===== src/verilog/uart_pkg.sv =====
package uart_pkg;

	// serial byte and bus data width
	localparam int byte_width = 8;

	// register map, two address bits on the bus
	localparam logic [1:0] adr_data   = 2'd0; // write queues tx byte, read pops rx byte
	localparam logic [1:0] adr_status = 2'd1; // read only, clears overflow on read
	// addresses 2 and 3 are unmapped and read as zero

	// bit positions in the status word
	localparam int stat_tx_space = 0; // tx fifo can take another byte
	localparam int stat_rx_avail = 1; // rx fifo holds at least one byte
	localparam int stat_rx_ovf   = 2; // sticky, a received byte was lost

	// remaining status bits read as zero

	// frame layout shared by tx and rx
	// start bit, byte_width data bits lsb first, one stop bit
	// no parity bit, no break detection

	// line idles high on both txd and rxd

	// one bit period is four baud_x4 strobes
	// one baud_x1 strobe per bit period

endpackage

===== src/verilog/uart_top.sv =====
`timescale 1ns/1ps

module uart_top #(
	parameter int baud_div   = 4, // clk cycles per quarter bit
	parameter int fifo_depth = 8  // entries per fifo, power of two
) (
	input  logic                            clk,
	input  logic                            reset,
	input  logic                            cyc,
	input  logic                            stb,
	input  logic                            we,
	input  logic [1:0]                      adr,
	input  logic [uart_pkg::byte_width-1:0] dat_w,
	input  logic                            rxd,   // idles high
	output logic [uart_pkg::byte_width-1:0] dat_r,
	output logic                            ack,
	output logic                            txd    // idles high
);

	logic baud_x4;
	logic baud_x1;
	logic [uart_pkg::byte_width-1:0] tx_data;    // bus byte to tx fifo
	logic tx_strobe;
	logic tx_ready;                              // tx fifo space
	logic [uart_pkg::byte_width-1:0] rx_byte;    // uart_rx output
	logic rx_byte_strobe;
	logic [uart_pkg::byte_width-1:0] rx_head;    // rx fifo registered output
	logic rx_avail;
	logic rx_space;
	logic rx_pop;

	baud_gen #(.baud_div(baud_div)) baud (
		.clk(clk), .reset(reset), .baud_x4(baud_x4), .baud_x1(baud_x1)
	);

	uart_tx_fifo #(.fifo_depth(fifo_depth)) tx_path (
		.clk(clk), .reset(reset), .baud_x1(baud_x1),
		.data(tx_data), .data_strobe(tx_strobe),
		.serial(txd), .ready(tx_ready)
	);

	uart_rx rx (
		.clk(clk), .reset(reset), .baud_x4(baud_x4), .serial(rxd),
		.data(rx_byte), .data_strobe(rx_byte_strobe)
	);

	// receive fifo, a full fifo drops the byte and the slave flags overflow
	sync_fifo #(.fifo_depth(fifo_depth), .width(uart_pkg::byte_width)) rx_fifo (
		.clk(clk), .reset(reset),
		.write_data(rx_byte), .write_strobe(rx_byte_strobe),
		.read_strobe(rx_pop), .read_data(rx_head),
		.data_available(rx_avail), .space_available(rx_space)
	);

	uart_wb_regs regs (
		.clk(clk), .reset(reset),
		.cyc(cyc), .stb(stb), .we(we), .adr(adr), .dat_w(dat_w),
		.dat_r(dat_r), .ack(ack),
		.tx_ready(tx_ready), .tx_data(tx_data), .tx_strobe(tx_strobe),
		.rx_data(rx_head), .rx_avail(rx_avail), .rx_space(rx_space),
		.rx_strobe(rx_byte_strobe), .rx_pop(rx_pop)
	);

endmodule


===== src/verilog/uart_wb_regs.sv =====
`timescale 1ns/1ps

module uart_wb_regs (
	input  logic                            clk,
	input  logic                            reset,
	// wishbone classic slave
	input  logic                            cyc,
	input  logic                            stb,
	input  logic                            we,
	input  logic [1:0]                      adr,
	input  logic [uart_pkg::byte_width-1:0] dat_w,
	output logic [uart_pkg::byte_width-1:0] dat_r, // valid while ack
	output logic                            ack,
	// transmit fifo
	input  logic                            tx_ready,  // space in tx fifo
	output logic [uart_pkg::byte_width-1:0] tx_data,
	output logic                            tx_strobe, // push
	// receive fifo
	input  logic [uart_pkg::byte_width-1:0] rx_data,   // registered fifo output
	input  logic                            rx_avail,
	input  logic                            rx_space,
	input  logic                            rx_strobe, // byte arriving from uart_rx
	output logic                            rx_pop
);

	logic req;       // new request, the ack cycle is skipped
	logic wr_data;
	logic rd_data;
	logic rd_stat;
	logic ovf;       // sticky overflow
	logic sel_rx;    // ack cycle returns the popped byte
	logic sel_stat;  // ack cycle returns the status word
	logic [uart_pkg::byte_width-1:0] stat_now; // live status
	logic [uart_pkg::byte_width-1:0] stat_r;   // status captured at the request

	assign req     = cyc && stb && !ack;
	assign wr_data = req && we && (adr == uart_pkg::adr_data);
	assign rd_data = req && !we && (adr == uart_pkg::adr_data);
	assign rd_stat = req && !we && (adr == uart_pkg::adr_status);

	// push only with space, a full fifo drops the byte but still acks
	assign tx_data   = dat_w;
	assign tx_strobe = wr_data && tx_ready;

	// pop in the request cycle so the fifo output is ready in the ack cycle
	assign rx_pop = rd_data && rx_avail;

	always_comb begin
		stat_now = '0;
		stat_now[uart_pkg::stat_tx_space] = tx_ready;
		stat_now[uart_pkg::stat_rx_avail] = rx_avail;
		stat_now[uart_pkg::stat_rx_ovf]   = ovf;
	end

	always_ff @(posedge clk or posedge reset) begin
		if (reset) begin
			ack      <= 1'b0;
			ovf      <= 1'b0;
			sel_rx   <= 1'b0;
			sel_stat <= 1'b0;
		end else begin
			ack      <= req; // exactly one cycle, next cycle req is masked
			sel_rx   <= rx_pop; // empty fifo reads back zero
			sel_stat <= rd_stat;
			if (rx_strobe && !rx_space)
				ovf <= 1'b1; // lost byte, wins over a clear in the same cycle
			else if (rd_stat)
				ovf <= 1'b0; // read clears
		end
	end

	// status snapshot, taken with the overflow value before the clear
	always_ff @(posedge clk) begin
		if (rd_stat)
			stat_r <= stat_now;
	end

	// read mux, writes and unmapped addresses return zero
	always_comb begin
		if (sel_rx)
			dat_r = rx_data;
		else if (sel_stat)
			dat_r = stat_r;
		else
			dat_r = '0;
	end

endmodule


===== src/verilog/uart_tx_fifo.sv =====
`timescale 1ns/1ps

module uart_tx_fifo #(
	parameter int fifo_depth = 8
) (
	input  logic                            clk,
	input  logic                            reset,
	input  logic                            baud_x1,
	input  logic [uart_pkg::byte_width-1:0] data,        // byte from the bus
	input  logic                            data_strobe, // bus push
	output logic                            serial,      // txd
	output logic                            ready        // fifo has space
);

	logic [uart_pkg::byte_width-1:0] fifo_data; // registered head of the fifo
	logic fifo_avail;
	logic fifo_read;  // pop, combinational
	logic tx_load;    // load into uart_tx, one cycle after the pop
	logic tx_ready;   // transmitter idle

	sync_fifo #(
		.fifo_depth(fifo_depth),
		.width     (uart_pkg::byte_width)
	) buffer (
		.clk            (clk),
		.reset          (reset),
		.write_data     (data),
		.write_strobe   (data_strobe),
		.read_strobe    (fifo_read),
		.read_data      (fifo_data),
		.data_available (fifo_avail),
		.space_available(ready)
	);

	uart_tx txd (
		.clk        (clk),
		.reset      (reset),
		.baud_x1    (baud_x1),
		.data       (fifo_data), // popped byte is valid while tx_load
		.data_strobe(tx_load),
		.serial     (serial),
		.ready      (tx_ready)
	);

	// drain, held off during a bus push and while a load is in flight
	assign fifo_read = fifo_avail && tx_ready && !data_strobe && !tx_load;

	always_ff @(posedge clk or posedge reset) begin
		if (reset)
			tx_load <= 1'b0;
		else
			tx_load <= fifo_read; // tx_ready drops after this load
	end

endmodule


===== src/verilog/uart_rx.sv =====
`timescale 1ns/1ps

module uart_rx (
	input  logic                            clk,
	input  logic                            reset,
	input  logic                            baud_x4,     // four strobes per bit
	input  logic                            serial,      // asynchronous line, idles high
	output logic [uart_pkg::byte_width-1:0] data,        // valid while data_strobe
	output logic                            data_strobe  // one cycle, good frames only
);

	localparam int stop_count = uart_pkg::byte_width + 1; // bit index of the stop bit

	// two flop synchronizer into the clk domain
	logic serial_meta;
	logic serial_sync;

	always_ff @(posedge clk or posedge reset) begin
		if (reset) begin
			serial_meta <= 1'b1; // line idles high
			serial_sync <= 1'b1;
		end else begin
			serial_meta <= serial;
			serial_sync <= serial_meta;
		end
	end

	// state is {bit count, phase}, four phases per bit
	logic [5:0] state;
	logic [3:0] bit_count;
	logic [1:0] bit_phase;
	logic [uart_pkg::byte_width:0] shiftreg; // data plus the last sampled bit
	logic sampling;
	logic start_bit;
	logic stop_bit;
	logic waiting;
	logic error;

	assign bit_count = state[5:2];
	assign bit_phase = state[1:0];
	assign sampling  = (bit_phase == 2'd1); // sample near bit center
	assign start_bit = (bit_count == 4'd0) && sampling;
	assign stop_bit  = (bit_count == 4'(stop_count)) && sampling;
	assign waiting   = (state == 6'd0) && serial_sync; // line idle, no edge yet
	// start must still be low, stop must be high
	assign error     = (start_bit && serial_sync) || (stop_bit && !serial_sync);

	assign data = shiftreg[uart_pkg::byte_width-1:0]; // stop bit sits above

	always_ff @(posedge clk or posedge reset) begin
		if (reset) begin
			state       <= 6'd0;
			data_strobe <= 1'b0;
		end else if (baud_x4) begin
			if (waiting || error || stop_bit)
				state <= 6'd0; // back to hunting for a start edge
			else
				state <= state + 6'd1;
			data_strobe <= stop_bit && !error;
		end else begin
			data_strobe <= 1'b0;
		end
	end

	// payload shifter, msb first in so lsb lands at bit 0
	always_ff @(posedge clk) begin
		if (baud_x4 && sampling)
			shiftreg <= {serial_sync, shiftreg[uart_pkg::byte_width:1]};
	end

endmodule


===== src/verilog/uart_tx.sv =====
`timescale 1ns/1ps

module uart_tx (
	input  logic                           clk,
	input  logic                           reset,
	input  logic                           baud_x1,     // one pulse per bit period
	input  logic [uart_pkg::byte_width-1:0] data,
	input  logic                           data_strobe, // load data, only while ready
	output logic                           serial,      // idles high
	output logic                           ready        // can take another byte
);

	// stop bit, data, start bit, shifted out from bit 0
	// the stop bit doubles as the busy flag, all zero means idle
	logic [uart_pkg::byte_width+1:0] shiftreg;

	// inverted line register, one bit of lookahead behind shiftreg
	// reset value zero keeps the line high
	logic serial_r;

	assign serial = !serial_r;

	always_ff @(posedge clk or posedge reset) begin
		if (reset) begin
			shiftreg <= '0;
			serial_r <= 1'b0;
			ready    <= 1'b1;
		end else if (data_strobe) begin
			shiftreg <= {1'b1, data, 1'b0}; // stop, data, start
			ready    <= 1'b0;
			// frame begins on the next baud_x1
		end else if (baud_x1) begin
			if (shiftreg == '0) begin
				serial_r <= 1'b0; // idle, line high
				ready    <= 1'b1; // stop bit has been on the line a full bit
			end else begin
				serial_r <= !shiftreg[0]; // next bit onto the line
			end
			shiftreg <= {1'b0, shiftreg[uart_pkg::byte_width+1:1]}; // lsb first
		end
	end

	// frame is 10 bit periods plus one period of latency through serial_r
	// ready stays low until the shift register drains on a baud_x1
	// so consecutive frames have one idle bit between them
	// a load that lands on a baud_x1 wins, the shift waits a bit

endmodule


===== src/verilog/sync_fifo.sv =====
`timescale 1ns/1ps

module sync_fifo #(
	parameter int fifo_depth = 8,                   // power of two
	parameter int width      = uart_pkg::byte_width // entry width
) (
	input  logic             clk,
	input  logic             reset,
	input  logic [width-1:0] write_data,
	input  logic             write_strobe,   // ignored when full
	input  logic             read_strobe,    // ignored when empty
	output logic [width-1:0] read_data,      // valid the cycle after read_strobe
	output logic             data_available,
	output logic             space_available
);

	localparam int ptr_w = $clog2(fifo_depth);
	localparam int cnt_w = $clog2(fifo_depth + 1);

	logic [width-1:0] mem [fifo_depth]; // circular buffer
	logic [ptr_w-1:0] wr_ptr;           // next slot to write
	logic [ptr_w-1:0] rd_ptr;           // oldest entry
	logic [cnt_w-1:0] count;            // occupancy
	logic             do_write;
	logic             do_read;

	assign data_available  = (count != '0);
	assign space_available = (count != cnt_w'(fifo_depth));

	assign do_write = write_strobe && space_available; // full fifo drops the byte
	assign do_read  = read_strobe && data_available;

	// pointers and occupancy
	always_ff @(posedge clk or posedge reset) begin
		if (reset) begin
			wr_ptr <= '0;
			rd_ptr <= '0;
			count  <= '0;
		end else begin
			if (do_write)
				wr_ptr <= wr_ptr + 1'b1; // wraps since depth is a power of two
			if (do_read)
				rd_ptr <= rd_ptr + 1'b1;
			// read and write together leave count alone
			if (do_write && !do_read)
				count <= count + 1'b1;
			else if (do_read && !do_write)
				count <= count - 1'b1;
		end
	end

	// storage and registered read port
	always_ff @(posedge clk) begin
		if (do_write)
			mem[wr_ptr] <= write_data;
		if (do_read)
			read_data <= mem[rd_ptr]; // holds last popped value otherwise
	end

	// a full fifo with a read and a write in one cycle drops the write
	// the caller sees that through space_available

endmodule


===== src/verilog/baud_gen.sv =====
`timescale 1ns/1ps

module baud_gen #(
	parameter int baud_div = 4 // clk cycles per baud_x4 strobe, at least 2
) (
	input  logic clk,
	input  logic reset,
	output logic baud_x4, // one cycle pulse every baud_div clocks
	output logic baud_x1  // coincides with every fourth baud_x4
);

	localparam int cnt_w = $clog2(baud_div);

	logic [cnt_w-1:0] div_cnt; // counts down to zero then reloads
	logic [1:0]       phase;   // quarter-bit position within a bit period
	logic             tick;    // divider wraps this cycle

	assign tick = (div_cnt == '0);

	// divider and phase counter, outputs are registered pulses
	always_ff @(posedge clk or posedge reset) begin
		if (reset) begin
			div_cnt <= cnt_w'(baud_div - 1); // first strobe baud_div cycles after release
			phase   <= 2'd0;
			baud_x4 <= 1'b0;
			baud_x1 <= 1'b0;
		end else begin
			baud_x4 <= tick;
			baud_x1 <= tick && (phase == 2'd3); // last quarter of the bit
			if (tick) begin
				div_cnt <= cnt_w'(baud_div - 1); // reload
				phase   <= phase + 2'd1;         // wraps every four strobes
			end else begin
				div_cnt <= div_cnt - 1'b1;
			end
		end
	end

	// one bit period is 4 * baud_div clocks

endmodule


===== config.mk =====
export PLATFORM = sky130hd
export DESIGN_NAME = uart_top
export DESIGN_NICKNAME = d
export VERILOG_FILES = /design/src/verilog/uart_pkg.sv /design/src/verilog/uart_top.sv /design/src/verilog/uart_wb_regs.sv /design/src/verilog/uart_tx_fifo.sv /design/src/verilog/uart_rx.sv /design/src/verilog/uart_tx.sv /design/src/verilog/sync_fifo.sv /design/src/verilog/baud_gen.sv
export SDC_FILE = /design/constraint.sdc
export NUM_CORES = 1
export LEC_CHECK = 0
export BUFFER_PORTS_ARGS = -buffer_cell sky130_fd_sc_hd__buf_2
export CORE_ASPECT_RATIO = 1.4
export CORE_MARGIN = 2
export CORE_UTILIZATION = 45
export CTS_BUF_LIST = sky130_fd_sc_hd__clkbuf_2
export CTS_CLUSTER_SIZE = 16
export DETAILED_ROUTE_END_ITERATION = 16
export HOLD_SLACK_MARGIN = 0.03
export MAX_ROUTING_LAYER = met4
export REMOVE_ABC_BUFFERS = 1
export SYNTH_ARGS = -nofsm -noshare
export SYNTH_HDL_FRONTEND = slang
export SYNTH_SLANG_ARGS = --single-unit

===== constraint.sdc =====
create_clock -name clk -period 4.4 [get_ports clk]
set_input_delay 0.22 -clock clk [delete_from_list [all_inputs] [get_ports clk]]
set_output_delay 0.22 -clock clk [all_outputs]
set_load 0.01 [all_outputs]

==> results of run 1 <==
-- layer usage --
layer	track usage, %	part of all wire (%)	up-vias
li1	-	-	1958
met4	7.20	2.9	0
met3	3.65	3.8	33
met2	29.8	56	86
met5	-	0	-
met1	16.4	37	2095
-- power by group through the flow --
stage                     Sequential, uW  Clock, uW  Combinational (uW)
after floorplan                     2250          0                 165
after global placement              2260          0                 215
after detailed placement            2270          0                 225
after CTS                           2230       1230                 237
after global routing                2240       1330                 268
final                               2230       1170                 232
-- layout by cell type, fill, tap and decap left out, types with 7 or more instances in the layout --
master,synthesis,final
edfxtp_1,156,156
clkbuf_2,0,73
dfrtp_1,47,47
mux4_2,32,32
nand2_1,27,27
buf_2,4,25
nor2_1,19,19
mux2_2,19,19
dlygate4sd3_1,0,19
ha_1,15,15
inv_1,13,12
xnor2_1,12,12
o21ai_0,11,11
nand2b_1,10,10
mux2i_1,9,9
clkinv_2,0,8
and2_1,7,7
-- synth_stat cells, types with 2 or more instances --
library cell / n
and2_1: 7
dfrtp_1: 47
nor2b_1: 2
edfxtp_1: 156
o21bai_1: 2
nand4_1: 2
mux2i_1: 9
o21ai_1: 3
a22o_1: 4
and3_1: 3
o21ai_0: 11
mux2_2: 19
clkbuf_1: 6
buf_4: 2
dfstp_2: 5
xnor2_1: 12
mux4_2: 32
ha_1: 15
buf_2: 4
buf_1: 2
mux2_1: 2
nor4_1: 3
fa_1: 2
nand2b_1: 10
a21oi_1: 6
nor2_1: 19
xor2_1: 5
inv_1: 13
nand2_1: 27
nand3_1: 5
nor3_1: 6
-- cell families after synthesis --
kind of cell / Yosys count
AOI/OAI and AO/OA: 33
muxes: 63
buffers and inverters: 28
adders and majority gates: 17
and+or+nand+nor: 93
xor gates and xnor gates: 17
DFF: 208
-- critical path: stages, from the launching register on --
cell and delay (ns):
dfrtp_1 0.41, nand4bb_1 0.24, dlygate4sd3_1 0.63, nor4b_2 0.21
buf_4 0.26, inv_1 0.07, ha_1 0.18, inv_1 0.13
ha_1 0.28, a21oi_1 0.21, and3_1 0.18, o21bai_1 0.07
xnor2_1 0.13
-- area by class of cell --
cell class	count	area [um2]
clock inverter	15	66.3
tap	240	300
timing repair buffer	47	338
sequential	208	5990
inverter	14	52.6
antenna	1	2.50
multi-input combinational	223	2170
clock buffer	73	365
fill	1572	8710
-- state kept, by name (all words and copies together), names as in the netlist, 3 cells and up --
signal	cells
rx_fifo.wr_ptr	3
rx.shiftreg	9
rx_fifo.count	4
rx.state	6
tx_path.buffer.mem	64
tx_path.buffer.rd_ptr	3
rx_fifo.read_data	8
rx_fifo.mem	64
regs.stat_r	3
tx_path.buffer.wr_ptr	3
tx_path.buffer.read_data	8
rx_fifo.rd_ptr	3
tx_path.txd.shiftreg	10
tx_path.buffer.count	4
-- metrics by stage --
stage	power [uW]	setup slack, ns	std cells	cell area (um2)	util (%)
after floorplan	2410	1.63	445	8200	-
after global placement	2480	1.53	713	8660	48.1
after detailed placement	2490	1.45	713	8660	48.1
after CTS	3690	1.23	820	9290	51.6
after global routing	3840	1.09	821	9290	51.6
final	3630	1.26	821	9290	51.6
-- path summary, 6_finish.rpt --
kind	cells after the start	end	slack [ns]	start
min reg2reg	0	rx.serial_sync	0.37	rx.serial_meta
max in group asynchronous	5	tx_path.txd.serial_r	3.09	reset
min	2	rx.serial_meta	0.14	rxd
min in group asynchronous	4	rx.state[3]	0.47	reset
max reg2reg	12	rx_fifo.count[3]	1.26	regs.ack
max	12	rx_fifo.count[3]	1.26	regs.ack
==> results.sh, run 1 <==
export IMPL_cp_arrival_ns=3.74
export IMPL_cp_end_kind="register"
export IMPL_first_pass_iters=5
export IMPL_hold_buffers=19
export IMPL_drt_drc_violations_left=0
export IMPL_postCtsSetupRepairBufs=0
export IMPL_die_area_mm2=0.0195
export IMPL_areaGrowthSynthToFinish_pct=12.4
export IMPL_start_util_pct=45.9
export IMPL_yosysSeqAreaShare_pct=72.5
export IMPL_clock_skew_final_ns=0.0404
export IMPL_grt_ovfl_total=0
export IMPL_outcome="complete, no violations"
export IMPL_clkTransAtPathRegs_ns=0.11
export IMPL_power_frac_seq_pct=61.4
export IMPL_layout_drive_gt1_share_pct=30.5
export IMPL_cts_resized=0
export IMPL_wirelength_um=14300
export IMPL_start_kind="register"
export IMPL_fmax_ghz=0.319
export IMPL_synth_area_leaders="edfxtp_1 57%, dfrtp_1 14%, mux4_2 8.7%"
export IMPL_hold_ws_ns=0.140
export IMPL_grt_max_degree=47
export IMPL_viasPerCell=5.08
export IMPL_grt_setup_unrepaired="no"
export IMPL_clk_path_buf_depth=3
export IMPL_switching_power_uw=914
export IMPL_slew_headroom_pct=23.5
export IMPL_syn_inst=459
export IMPL_hold_path_class="primary input to register"
export IMPL_finalSetupTns_ns=0
export IMPL_yosys_area_share_xor_xnor_pct=1.80
export IMPL_maxCapViolCount=0
export IMPL_synth_edf_count=156
export IMPL_tightest_slew_ns=1.15
export IMPL_synth_simple_area_share_pct=5.91
export IMPL_dr_first_iter_drc_count=164
export IMPL_comb_power_share_pct=6.4
export IMPL_row_count=58
export IMPL_cts_tree="done"
export IMPL_grt_pass1_vias=4511
export IMPL_worstPathRequired_ns=5.00
export IMPL_worstSkewPairLatency_ns=0.74
export IMPL_synth_top_family_by_area="multiplexers"
export IMPL_antenna_found_initial=1
export IMPL_synth_async_reset_ratio_pct=25.0
export IMPL_switching_share_pct=25.2
export IMPL_wire_per_inst_um=17.4
export IMPL_period_share_pct=71.3
export IMPL_top_level_ports=26
export IMPL_synthAdderAreaFrac_pct=2.76
export IMPL_core_area_mm2=0.0180
export IMPL_cts_buffers=49
export IMPL_setup_viol=0
export IMPL_clkPwrFrac_pct=32.2
export IMPL_drv_slew=0
export IMPL_ant_nets=0
export IMPL_hold_viol=0
export IMPL_p_leak_uw=0.00340
export IMPL_io_buffers=25
export IMPL_num_vias=4172
export IMPL_synth_seq_cells=208
export IMPL_die_w_um=119
export IMPL_clock_root_buffer="clkbuf_2"
export IMPL_cp_max_fo=13
export IMPL_die_h_um=164
export IMPL_grt_pass1_wl_um=23300
export IMPL_clock_sinks=208
export IMPL_gp_congestion=0.731
export IMPL_synth_top_area_cell="edfxtp_1"
export IMPL_synth_area_mm2=0.00826
export IMPL_grt_util_all_layers_pct=16.2
export IMPL_synth_top_cell_area_share_pct=56.7
export IMPL_final_net_count=576
export IMPL_synth_compound_area_share_pct=2.71
export IMPL_htreeDepth=2
export IMPL_power_density_mw_per_mm2=390
export IMPL_irDropWorstVdd_mv=0.228
export IMPL_yosys_warnings=0
export IMPL_ys_types=49
export IMPL_muxShareOfSynthArea_pct=12.9
export IMPL_hpwl_um=9090
export IMPL_final_min_clock_period_ns=3.14
export IMPL_synth_top_flop_cell="edfxtp_1"
export IMPL_avgSynthCellArea_um2=18.0
export IMPL_intPower_uw=2710
export IMPL_critical_path_class="register to register"
Power figures use the tool's default switching activity.
==> inputs of run 2 (changes only) <==
clock period = 3.2 ns   (was 4.4 ns; I/O delays follow)
==> run 2 against run 1 <==
  * Power increased by 41%
  * Non-clock buffer count increased by 19
  * Largest cell class unchanged
  * Largest power group unchanged
  * Critical endpoint unchanged
  * Register-to-register slack got worse by 0.93 ns
  * Flip-flop and latch count unchanged
  * Global-route usage about the same
==> results.sh, run 2 (synthesis gave the netlist of run 1 again) <==
export IMPL_outcome="complete, no violations"
export IMPL_comb_power_share_pct=6.3
export IMPL_worstSkewPairLatency_ns=0.79
export IMPL_clkTransAtPathRegs_ns=0.12
export IMPL_cp_arrival_ns=3.52
export IMPL_antenna_found_initial=1
export IMPL_fin_util_pct=52.5
export IMPL_switching_power_uw=1240
export IMPL_critPathTopFamily="buffers and inverters"
export IMPL_r2r_cells=11
export IMPL_crit_path_end="rx_fifo.count[3]"
export IMPL_fmax_ghz=0.348
export IMPL_start_kind="register"
export IMPL_hold_path_class="primary input to register"
export IMPL_clk_path_buf_depth=3
export IMPL_final_min_clock_period_ns=2.87
export IMPL_cp_cell_sequence="nand4bb_1, dlygate4sd3_1, nor4b_2, inv_1, ha_1, inv_1, ha_1, a21oi_1, and3_1, o21bai_1, xnor2_1"
export IMPL_row_count=58
export IMPL_wl_met3_um=616
export IMPL_maxCapViolCount=0
export IMPL_power_density_mw_per_mm2=541
export IMPL_crit_buf_inv=3
export IMPL_grt_util_all_layers_pct=16.1
export IMPL_cp_end_kind="register"
export IMPL_final_net_count=593
export IMPL_r2r_end="rx_fifo.count[3]"
export IMPL_grt_max_degree=33
export IMPL_final_common_cell="edfxtp_1"
export IMPL_finalSetupTns_ns=0
export IMPL_ant_nets=0
export IMPL_clock_sinks=208
export IMPL_slew_headroom_pct=43.2
export IMPL_setup_slack_ns=0.330
export IMPL_intPower_uw=3870
export IMPL_io_buffers=25
export IMPL_hpwl_um=9030
export IMPL_r2r_start="regs.ack"
export IMPL_reg_top3="rx_fifo.mem x64, tx_path.buffer.mem x64, tx_path.txd.shiftreg x10"
export IMPL_clock_root_buffer="clkbuf_2"
export IMPL_power_frac_seq_pct=59.8
export IMPL_cp_depth=11
export IMPL_clkPwrFrac_pct=33.8
export IMPL_first_pass_iters=6
export IMPL_wire_per_inst_um=17.2
export IMPL_num_vias=4246
export IMPL_die_h_um=164
export IMPL_max_stage_delay_ns=0.60
export IMPL_cts_tree="done"
export IMPL_switching_share_pct=24.2
export IMPL_dr_max_layer_used="met4"
export IMPL_irDropWorstVdd_mv=0.374
export IMPL_die_area_mm2=0.0195
export IMPL_clock_skew_final_ns=0.0740
export IMPL_tightest_slew_ns=0.852
export IMPL_grt_pass1_vias=4612
export IMPL_worstPathRequired_ns=3.85
export IMPL_drv_slew=0
export IMPL_top_level_ports=26
export IMPL_die_w_um=119
export IMPL_core_area_mm2=0.0180
export IMPL_grt_setup_unrepaired="no"
export IMPL_cp_startpoint="regs.ack"
export IMPL_fillerInstances=1549
export IMPL_drt_drc_violations_left=0
export IMPL_wl_met1_um=5460
export IMPL_cts_buffers=47
export IMPL_p_total_uw=5110
export IMPL_areaGrowthSynthToFinish_pct=14.4
export IMPL_setup_viol=0
export IMPL_cp_max_fo=5
export IMPL_p_leak_uw=0.00348
export IMPL_layout_common_cells="156 x edfxtp_1, 72 x clkbuf_2, 47 x dfrtp_1, 32 x mux4_2, 27 x nand2_1"
export IMPL_layout_drive_gt1_share_pct=30.8
export IMPL_dr_first_iter_drc_count=179
export IMPL_hold_viol=0
export IMPL_cp_slowest_cell="dlygate4sd3_1"
export IMPL_cts_resized=0
export IMPL_viasPerCell=5.07
export IMPL_wl_met2_um=7990
export IMPL_wirelength_um=14400
export IMPL_dpl_worst_slack_ns=0.611
export IMPL_period_share_pct=89.7
export IMPL_start_util_pct=45.9
export IMPL_gp_congestion=0.756
export IMPL_postCtsSetupRepairBufs=0
export IMPL_critical_path_class="register to register"
export IMPL_grt_ovfl_total=0
export IMPL_r2r_slack_ns=0.33
export IMPL_grt_pass1_wl_um=23300
export IMPL_htreeDepth=2
==> run 2: cell types whose count changed in the layout (fill, tap and decap cells not counted), sizes merged <==
cell	change
clkinv	-3
clkinvlp	+1
bufinv	+2
inv	-1
dlygate4sd3	+1
buf	+18
clkbuf	-1
==> run 2: how the worst min path moves through the flow <==
| stage | start | endpoint | cells after the start |
|---|---|---|---|
| after global routing | dat_w[0] | tx_path.buffer.mem[3][0] | 2 |
| final | dat_w[0] | tx_path.buffer.mem[4][0] | 2 |
| after floorplan | rxd | rx.serial_meta | 0 |
| after CTS | dat_w[0] | tx_path.buffer.mem[4][0] | 2 |
| after detailed placement | reset | rx.state[5] | 2 |
| after global placement | reset | rx.state[5] | 2 |
==> run 2: cell type report <==
type	count	area, um2	share of cell area, %
well taps	240	300	3.18
diodes	1	2.50	0.0265
clock buffers	72	360	3.81
flip-flops and latches	208	5990	63.4
clock inverters	14	109	1.15
repair buffers	66	483	5.11
multi-input cells	223	2150	22.8
inverters	14	52.6	0.556
==> run 2: what timing repair did <==
action,4_1_cts,5_1_grt
endpoints found under the setup margin,0,0
hold buffers,20,0
endpoints found under the hold margin,142,0
==> run 2: power groups by stage <==
stage / clock, uW / sequential [uW] / combinational, uW
after floorplan: 0 / 3090 / 226
after global placement: 0 / 3110 / 291
after detailed placement: 0 / 3120 / 310
after CTS: 1810 / 3060 / 328
after global routing: 1940 / 3070 / 372
final: 1730 / 3060 / 323
==> run 2: worst reg2reg max path, cell delays in order (launching register included) <==
cell and delay (ns):
dfrtp_1 0.42, nand4bb_1 0.21, dlygate4sd3_1 0.60, nor4b_2 0.26, inv_1 0.07, ha_1 0.18, inv_1 0.14, ha_1 0.30
a21oi_1 0.19, and3_1 0.18, o21bai_1 0.08, xnor2_1 0.13
==> run 2: through the flow <==
stage / std cells / hold WS [ns] / area [um2]
floorplan: 445 / 0.164 / 8200
global placement: 731 / 0.181 / 8780
detailed placement: 731 / 0.195 / 8780
CTS: 837 / 0.117 / 9450
global route: 838 / 0.142 / 9450
finish: 838 / 0.208 / 9450
==> run 2: per-layer routing <==
layer	track usage [%]	vias up
li1	-	2002
met1	16.3	2123
met2	29.5	89
met3	4.20	32
met4	6.82	0
met5	-	-
